[config.mk]
export PLATFORM = sky130hd
export DESIGN_NAME = rmii_mcu_bridge
export DESIGN_NICKNAME = d
export VERILOG_FILES = /design/src/rtl/eth_pkg.sv /design/src/rtl/rmii_mcu_bridge.sv /design/src/rtl/rmii_tx_mac.sv /design/src/rtl/tx_word_pacer.sv /design/src/rtl/crc32_eth_x32.sv
export SDC_FILE = /design/constraint.sdc
export NUM_CORES = 2
export LEC_CHECK = 0
export ABC_AREA = 1
export CORE_MARGIN = 4
export CORE_UTILIZATION = 25
export CTS_CLUSTER_DIAMETER = 120
export DETAILED_ROUTE_END_ITERATION = 6
export DONT_BUFFER_PORTS = 1
export GPL_ROUTABILITY_DRIVEN = 1
export HOLD_SLACK_MARGIN = 0.06
export PLACE_DENSITY = 0.39
export SKIP_CTS_REPAIR_TIMING = 1
export SLEW_MARGIN = 20
export SYNTH_ARGS = -nofsm -noshare
export SYNTH_HDL_FRONTEND = slang
export SYNTH_SLANG_ARGS = --single-unit
[constraint.sdc]
create_clock -name clk_50mhz -period 10.7 [get_ports clk_50mhz]
set_clock_uncertainty 0.05 [all_clocks]
set_input_delay 2.14 -clock clk_50mhz [delete_from_list [all_inputs] [get_ports clk_50mhz]]
set_output_delay 2.14 -clock clk_50mhz [all_outputs]
set_load 0.01 [all_outputs]
[src/rtl/eth_pkg.sv]
package eth_pkg;

	////////////////////////////////////////////////////////////
	// Widths and word types

	// One bus word, most significant byte goes out first
	typedef logic [31:0] eth_word_t;

	// Valid bytes in a word, 0 to 4
	typedef logic [2:0] byte_count_t;

	////////////////////////////////////////////////////////////
	// Sizes and constants

	// Clocks per gated word, 32 bits over a 2-bit pin
	localparam int WORD_PERIOD = 16;

	// Store-and-forward buffer depth in words
	localparam int BUF_WORDS = 64;
	localparam int BUF_ADDR_W = 6;

	// Reflected Ethernet polynomial and seed
	localparam eth_word_t CRC_POLY = 32'hEDB88320;
	localparam eth_word_t CRC_SEED = 32'hFFFFFFFF;

	////////////////////////////////////////////////////////////
	// Bundles

	// Gated word stream from the pacer
	// bytes_valid stays zero whenever data_valid is low
	typedef struct packed {
		logic        start;
		logic        data_valid;
		byte_count_t bytes_valid;
		eth_word_t   data;
	} eth_tx_bus_t;

	// One host write, last marks the end of a frame
	typedef struct packed {
		eth_word_t   data;
		byte_count_t bytes_valid;
		logic        last;
	} host_word_t;

	// Transmitter states
	typedef enum logic [2:0] {
		idle,
		preamble_1,
		preamble_2,
		data,
		data_last1,
		data_last2,
		fcs
	} tx_state_t;

endpackage
[src/rtl/rmii_mcu_bridge.sv]
`timescale 1ns/1ps

module rmii_mcu_bridge (
	input  logic                clk_50mhz,
	input  logic                reset,
	input  eth_pkg::host_word_t host_word,
	input  logic                host_write,
	output logic                host_ready,
	output logic                rmii_rx_en,
	output logic [1:0]          rmii_rxd
);
	import eth_pkg::*;

	// Gated word stream, shared by CRC and transmitter
	eth_tx_bus_t tx_bus;

	// Transmitter free for a new frame
	logic        mac_ready;

	// Finished FCS, ready for MSB-first sending
	eth_word_t   fcs;

	////////////////////////////////////////////////////////////
	// Store-and-forward buffer and word gate

	tx_word_pacer pacer_inst (
		.clk_50mhz  (clk_50mhz),
		.reset      (reset),
		.host_word  (host_word),
		.host_write (host_write),
		.host_ready (host_ready),
		.mac_ready  (mac_ready),
		.tx_bus     (tx_bus)
	);

	////////////////////////////////////////////////////////////
	// FCS over the gated stream

	crc32_eth_x32 crc_inst (
		.clk_50mhz (clk_50mhz),
		.reset     (reset),
		.tx_bus    (tx_bus),
		.fcs       (fcs)
	);

	////////////////////////////////////////////////////////////
	// RMII serializer toward the MCU

	rmii_tx_mac mac_inst (
		.clk_50mhz  (clk_50mhz),
		.reset      (reset),
		.tx_bus     (tx_bus),
		.fcs        (fcs),
		.mac_ready  (mac_ready),
		.rmii_rx_en (rmii_rx_en),
		.rmii_rxd   (rmii_rxd)
	);

endmodule

[src/rtl/rmii_tx_mac.sv]
`timescale 1ns/1ps

module rmii_tx_mac (
	input  logic                 clk_50mhz,
	input  logic                 reset,
	input  eth_pkg::eth_tx_bus_t tx_bus,
	input  eth_pkg::eth_word_t   fcs,
	output logic                 mac_ready,
	output logic                 rmii_rx_en,
	output logic [1:0]           rmii_rxd
);
	import eth_pkg::*;

	// One delay stage, a word and its byte count
	typedef struct packed {
		eth_word_t   data;
		byte_count_t bytes_valid;
	} stage_t;

	tx_state_t   state;

	// Bit pair index within the current word
	logic [3:0]  pair_count;

	// Stage 2 is the word on the pins
	stage_t      dly [3];

	logic        word_end;
	logic        drain_1;
	logic        drain_2;
	logic        last_byte;

	// Pick a bit pair
	// Bytes go high to low, pairs within a byte low to high
	function automatic logic [1:0] pair_sel(eth_word_t word, logic [3:0] idx);
		logic [4:0] lsb;
		lsb = {~idx[3:2], idx[1:0], 1'b0};
		return word[lsb +: 2];
	endfunction

	assign word_end  = (pair_count == 4'd15);

	// No new word at a slot boundary means the frame has ended
	assign drain_1   = (state == data) && word_end && !tx_bus.data_valid;
	assign drain_2   = (state == data_last1) && word_end;

	// Final pair of the last valid byte in a partial word
	assign last_byte = (pair_count[1:0] == 2'b11) &&
		(({1'b0, pair_count[3:2]} + 3'd1) == dly[2].bytes_valid);

	////////////////////////////////////////////////////////////
	// Word delay line

	// Shifted by the gate while words arrive
	// Then stepped by hand to drain the last two words
	always_ff @(posedge clk_50mhz) begin
		if (tx_bus.data_valid) begin
			dly[0] <= '{data: tx_bus.data, bytes_valid: tx_bus.bytes_valid};
			dly[1] <= dly[0];
			dly[2] <= dly[1];
		end else if (drain_1) begin
			dly[1] <= dly[0];
			dly[2] <= dly[1];
		end else if (drain_2) begin
			dly[2] <= dly[1];
		end
	end

	////////////////////////////////////////////////////////////
	// Transmit FSM

	always_ff @(posedge clk_50mhz) begin
		if (reset) begin
			state      <= idle;
			pair_count <= '0;
			mac_ready  <= 1'b1;
			rmii_rx_en <= 1'b0;
			rmii_rxd   <= 2'b00;
		end else begin
			case (state)
				idle: begin
					// End of a frame, drop the pins and free up
					if (rmii_rx_en) begin
						rmii_rx_en <= 1'b0;
						rmii_rxd   <= 2'b00;
						mac_ready  <= 1'b1;
					end
					if (tx_bus.start) begin
						mac_ready <= 1'b0;
					end
					// First word in, begin the preamble
					if (tx_bus.data_valid) begin
						pair_count <= '0;
						state      <= preamble_1;
					end
				end

				// Four bytes of 0x55
				preamble_1: begin
					rmii_rx_en <= 1'b1;
					rmii_rxd   <= 2'b01;
					pair_count <= pair_count + 1'b1;
					if (word_end) begin
						state <= preamble_2;
					end
				end

				// Three more 0x55, then 0xD5
				// Only the final pair of 0xD5 differs
				preamble_2: begin
					rmii_rx_en <= 1'b1;
					rmii_rxd   <= word_end ? 2'b11 : 2'b01;
					pair_count <= pair_count + 1'b1;
					if (word_end) begin
						state <= data;
					end
				end

				// Full payload words
				data: begin
					rmii_rx_en <= 1'b1;
					rmii_rxd   <= pair_sel(dly[2].data, pair_count);
					pair_count <= pair_count + 1'b1;
					if (drain_1) begin
						state <= data_last1;
					end
				end

				// Next to last word, always full
				data_last1: begin
					rmii_rx_en <= 1'b1;
					rmii_rxd   <= pair_sel(dly[2].data, pair_count);
					pair_count <= pair_count + 1'b1;
					if (word_end) begin
						state <= data_last2;
					end
				end

				// Last word, cut short after its valid bytes
				data_last2: begin
					rmii_rx_en <= 1'b1;
					rmii_rxd   <= pair_sel(dly[2].data, pair_count);
					pair_count <= pair_count + 1'b1;
					if (last_byte || word_end) begin
						pair_count <= '0;
						state      <= eth_pkg::fcs;
					end
				end

				// Sixteen pairs of FCS
				eth_pkg::fcs: begin
					rmii_rx_en <= 1'b1;
					rmii_rxd   <= pair_sel(fcs, pair_count);
					pair_count <= pair_count + 1'b1;
					if (word_end) begin
						state <= idle;
					end
				end

				default: begin
					state <= idle;
				end
			endcase
		end
	end

endmodule

[src/rtl/tx_word_pacer.sv]
`timescale 1ns/1ps

module tx_word_pacer (
	input  logic                 clk_50mhz,
	input  logic                 reset,
	input  eth_pkg::host_word_t  host_word,
	input  logic                 host_write,
	output logic                 host_ready,
	input  logic                 mac_ready,
	output eth_pkg::eth_tx_bus_t tx_bus
);
	import eth_pkg::*;

	////////////////////////////////////////////////////////////
	// Frame buffer

	host_word_t buf_mem [BUF_WORDS];

	logic [BUF_ADDR_W-1:0] wr_ptr;
	logic [BUF_ADDR_W-1:0] rd_ptr;

	// Words held, one bit wider to tell full from empty
	logic [BUF_ADDR_W:0]   word_count;

	// Complete frames held, including the one in flight
	logic [BUF_ADDR_W:0]   frame_count;

	// Position within the 16-clock word slot
	logic [3:0]            phase;

	// High from start until the last word is read
	logic                  active;

	logic                  wr_accept;
	logic                  rd_take;
	logic                  frame_in;
	logic                  frame_out;

	// Full buffer holds off the host
	assign host_ready = (word_count != (BUF_ADDR_W + 1)'(BUF_WORDS));
	assign wr_accept  = host_write && host_ready;

	// One read per slot while a frame is going out
	assign rd_take    = active && (phase == 4'(WORD_PERIOD - 1));

	assign frame_in   = wr_accept && host_word.last;
	assign frame_out  = rd_take && buf_mem[rd_ptr].last;

	// Buffer storage
	always_ff @(posedge clk_50mhz) begin
		if (wr_accept) begin
			buf_mem[wr_ptr] <= host_word;
		end
	end

	////////////////////////////////////////////////////////////
	// Pointers, counts and the word gate

	always_ff @(posedge clk_50mhz) begin
		if (reset) begin
			wr_ptr             <= '0;
			rd_ptr             <= '0;
			word_count         <= '0;
			frame_count        <= '0;
			phase              <= '0;
			active             <= 1'b0;
			tx_bus.start       <= 1'b0;
			tx_bus.data_valid  <= 1'b0;
			tx_bus.bytes_valid <= '0;
		end else begin
			// Strobes default low
			tx_bus.start       <= 1'b0;
			tx_bus.data_valid  <= 1'b0;
			tx_bus.bytes_valid <= '0;

			if (wr_accept) begin
				wr_ptr <= wr_ptr + 1'b1;
			end

			case ({wr_accept, rd_take})
				2'b10:   word_count <= word_count + 1'b1;
				2'b01:   word_count <= word_count - 1'b1;
				default: word_count <= word_count;
			endcase

			case ({frame_in, frame_out})
				2'b10:   frame_count <= frame_count + 1'b1;
				2'b01:   frame_count <= frame_count - 1'b1;
				default: frame_count <= frame_count;
			endcase

			if (!active) begin
				// Whole frame stored and transmitter free
				if ((frame_count != '0) && mac_ready) begin
					active       <= 1'b1;
					phase        <= '0;
					tx_bus.start <= 1'b1;
				end
			end else begin
				phase <= phase + 1'b1;
				if (rd_take) begin
					tx_bus.data_valid  <= 1'b1;
					tx_bus.bytes_valid <= buf_mem[rd_ptr].bytes_valid;
					tx_bus.data        <= buf_mem[rd_ptr].data;
					rd_ptr             <= rd_ptr + 1'b1;
					// Frame done after the marked word
					if (buf_mem[rd_ptr].last) begin
						active <= 1'b0;
					end
				end
			end
		end
	end

endmodule

[src/rtl/crc32_eth_x32.sv]
`timescale 1ns/1ps

module crc32_eth_x32 (
	input  logic                 clk_50mhz,
	input  logic                 reset,
	input  eth_pkg::eth_tx_bus_t tx_bus,
	output eth_pkg::eth_word_t   fcs
);
	import eth_pkg::*;

	// Running remainder, reflected form
	eth_word_t crc_reg;

	// Inverted remainder, still in wire bit order
	eth_word_t crc_final;

	// Fold up to four bytes into the remainder
	// Bytes are taken from the top of the word down
	// Bits within a byte go in low bit first
	function automatic eth_word_t crc_fold(eth_word_t crc_in, eth_word_t word,
		byte_count_t count);
		eth_word_t   c;
		logic [7:0]  b;
		c = crc_in;
		for (int i = 0; i < 4; i++) begin
			if (i < int'(count)) begin
				b = word[(3 - i) * 8 +: 8];
				c = c ^ {24'h0, b};
				for (int k = 0; k < 8; k++) begin
					if (c[0])
						c = (c >> 1) ^ CRC_POLY;
					else
						c = c >> 1;
				end
			end
		end
		return c;
	endfunction

	// Seed on start, fold on each gated word
	always_ff @(posedge clk_50mhz) begin
		if (reset || tx_bus.start) begin
			crc_reg <= CRC_SEED;
		end else if (tx_bus.data_valid) begin
			crc_reg <= crc_fold(crc_reg, tx_bus.data, tx_bus.bytes_valid);
		end
	end

	assign crc_final = ~crc_reg;

	// Byte swap so that MSB-first sending puts the low byte on the wire first
	always_ff @(posedge clk_50mhz) begin
		fcs <= {crc_final[7:0], crc_final[15:8], crc_final[23:16], crc_final[31:24]};
	end

endmodule

==> reports/metrics.cfg <==
[outcome]
status = finished, final reports clean

[die]
die_y_um = 657.2
rows = 238
start_util = 0.2508
core_mm2 = 0.4202
num_io_pins = 43
die_x_um = 657.2
dieArea_mm2 = 0.4319

[power_and_ir_drop]
comb_power_share = 0.014
p_int_mw = 16.82
power_density_mw_per_mm2 = 175.3
clock_power_share = 0.469
vdd_drop_max_uv = 123.8
switching_power_mw = 4.522
power_leakage_nw = 40.05
seqPwrFrac = 0.516
switching_share = 0.2118

[place]
dpl_cell_area_mm2 = 0.1122
pre_cts_ws_ns = 4.559
io_buffers = 0
hpwl_um = 217600
place.gp.congestion = 0.8273
place_inst = 14060

[route]
drc_errors = 0
drt_iter0_drc = 7025
vias_per_cell = 4.921
wl_per_cell_um = 26.70
dr.pass1.iters = 6
routed-via-count = 71920
antenna_left = 0
wl_um = 390100

[critical_path]
crit_slowest_cell = dfxtp_4
cp_num_buf_inv = 4
slowest_delay_ns = 0.91
start_kind = flop
endpoint_kind = flop
critical_path_required_ns = 11.42
cp.depth = 22
path_delay_family = compound AO/OA/AOI/OAI gates
crit_top_cell = nand2_1
reg2regPathDepth = 22
critical_path.cell_chain = buf_12 -> buf_4 -> o21ai_0 -> o22ai_1 -> nor2_1 -> o22ai_1 -> nand2_1 -> nand3_1 -> nand2_1 -> a31oi_1 -> buf_4 -> ha_1 -> inv_1 -> fa_1 -> o21ai_0 -> nand2_1 -> a21oi_1 -> nor2_1 -> nand2_1 -> nand3_1 -> o21ai_0 -> a21oi_1
critPathKind = flop to flop
r2r_setup_slack_ns = 4.61
critPathMaxFanout = 98
arrival_ns = 6.82

[hold_path]
holdPathStages = 0
min_path_type = flop to flop

[synth]
yosysTopAreaCell = edfxtp_1
synthTopCellsByArea = edfxtp_1 (70%), o21ai_0 (7.3%), nor2_1 (6.0%)
syn_area_mm2 = 0.1054
syn_nets = 8868
synth_cell_types = 65
yosysTopAreaCellShare = 0.6956
synthFlopType = edfxtp_1
synthArstFlopShare = 0
synth.most_common_cell = edfxtp_1
ys_seq_elements = 2558
seq_area_frac_synth = 0.7179
syn_inst = 8810
synth-edff-count = 2441
syn_area_per_cell_um2 = 11.96
ys_warn_count = 0
ys_top_cells_by_count = edfxtp_1 (2441), nor2_1 (1691), o21ai_0 (1544), nand2_1 (741), o22ai_1 (700)

[timing]
fmax_ghz = 0.1641
setup_tns_ns = 0
hold_violations = 0
rsz0062_at_grt = false
final.setup.worst_slack_ns = 4.605
setup_violations = 0
finalCriticalPeriod_ns = 6.095
period_share = 0.5696
report.final.slew_viol_count = 0
max_slew_margin = 0.1708
worst_pin_slew_ns = 1.240

[job]
maxCapViolCount = 0

[grt]
grt_remaining_overflow = 0
antenna_found_initial = 38
grt_pass1_wl_um = 543800
grt_max_degree = 185
grt_pass1_vias = 68730
grt_use_total = 0.1737

[cells_and_area]
layout-drive-gt1-share = 0.09268
largest_reg_flops = 2304
max_flop_register = pacer_inst.buf_mem
nNetsFinal = 8777
final_cells = 14610
design_area_mm2 = 0.1218
top_regs = pacer_inst.buf_mem x2304, mac_inst.dly x105, pacer_inst.tx_bus x37
area_delta_synth_final_pct = 15.58

[clock_tree]
cts_sinks = 2558
cts-buffers-inserted = 298
cts_buffer_depth = 4
insertion_delay_ns = 0.96
cts_tree = yes
root_buffer = clkbuf_16
htreeDepth = 5
clkTransAtPathRegs_ns = 0.06

[cells in the final DEF (no fill, tap or decap), types with 20 or more instances in the layout]
cell	synthesis	routed
edfxtp_1	2441	2441
nor2_1	1691	1627
o21ai_0	1544	1543
nand2_1	741	741
o22ai_1	700	696
clkbuf_16	0	306
nand3_1	283	283
inv_1	190	189
buf_4	3	148
dfxtp_1	117	109
a21oi_1	106	106
nand2_2	77	77
xor2_1	72	72
clkinv_1	6	67
nor2_4	1	64
clkbuf_1	509	62
o32ai_1	48	46
clkinv_2	0	43
nand3_2	32	32
xnor2_1	23	23
o21ai_1	23	22
nand2_4	20	20
[kinds of logic after synthesis]
kind of cell	count (synthesis)	share of synthesized area
and+or+nand+nor	2890	0.1133
DFF	2558	0.7179
AOI/OAI and AO/OA	2472	0.1290
buffers and inverters	770	0.02836
xor gates and xnor gates	101	0.009036
adders and majority gates	19	0.002399
[path summary, 6_finish.rpt]
kind                                       from                                endpoint
hold reg to reg   mac_inst.dly[0][11]$_DFFE_PP_           mac_inst.dly[1][11]$_DFFE_PP_
hold / removal    mac_inst.dly[0][11]$_DFFE_PP_           mac_inst.dly[1][11]$_DFFE_PP_
setup reg to reg                           flop  pacer_inst.frame_count[6]$_SDFFE_PP0P_
setup / recovery                           flop  pacer_inst.frame_count[6]$_SDFFE_PP0P_
[power by group through the flow]
| stage | clock network (mW) | logic (mW) | registers [mW] |
|---|---|---|---|
| global placement | 0 | 0.308 | 11.2 |
| global route | 10.7 | 0.332 | 11.0 |
| CTS | 10.3 | 0.309 | 11.0 |
| detailed placement | 0 | 0.307 | 11.2 |
| floorplan | 0 | 0.179 | 11.2 |
| finish | 10.0 | 0.307 | 11.0 |
[layout make-up]
cell class	count	area [µm²]
clock inverters	165	1578
fillers	42890	298400
clock buffers	372	7945
well taps	5640	7057
repair buffers	159	1326
diodes	18	45.04
multi-input cells	5482	27290
inverters	220	869.6
flip-flops and latches	2558	75670
[per-stage QoR]
step                  util  hold WS (ns)  power, mW
finish              0.2898        0.3611      21.35
global route        0.2898        0.3730      22.05
CTS                 0.2897        0.3628      21.62
detailed placement  0.2670        0.3545      11.54
global placement    0.2670        0.3516      11.54
floorplan                -        0.3391      11.41
[metal layers]
metal  up-vias  wire, µm  track usage
li1      32110         -            -
met1     37070    176900       0.2448
met2      2250    181400       0.2816
met3       491     21330      0.02071
met4         2     10500      0.04671
met5         -        11            0
Note: power is estimated with default switching activity, not from simulation.
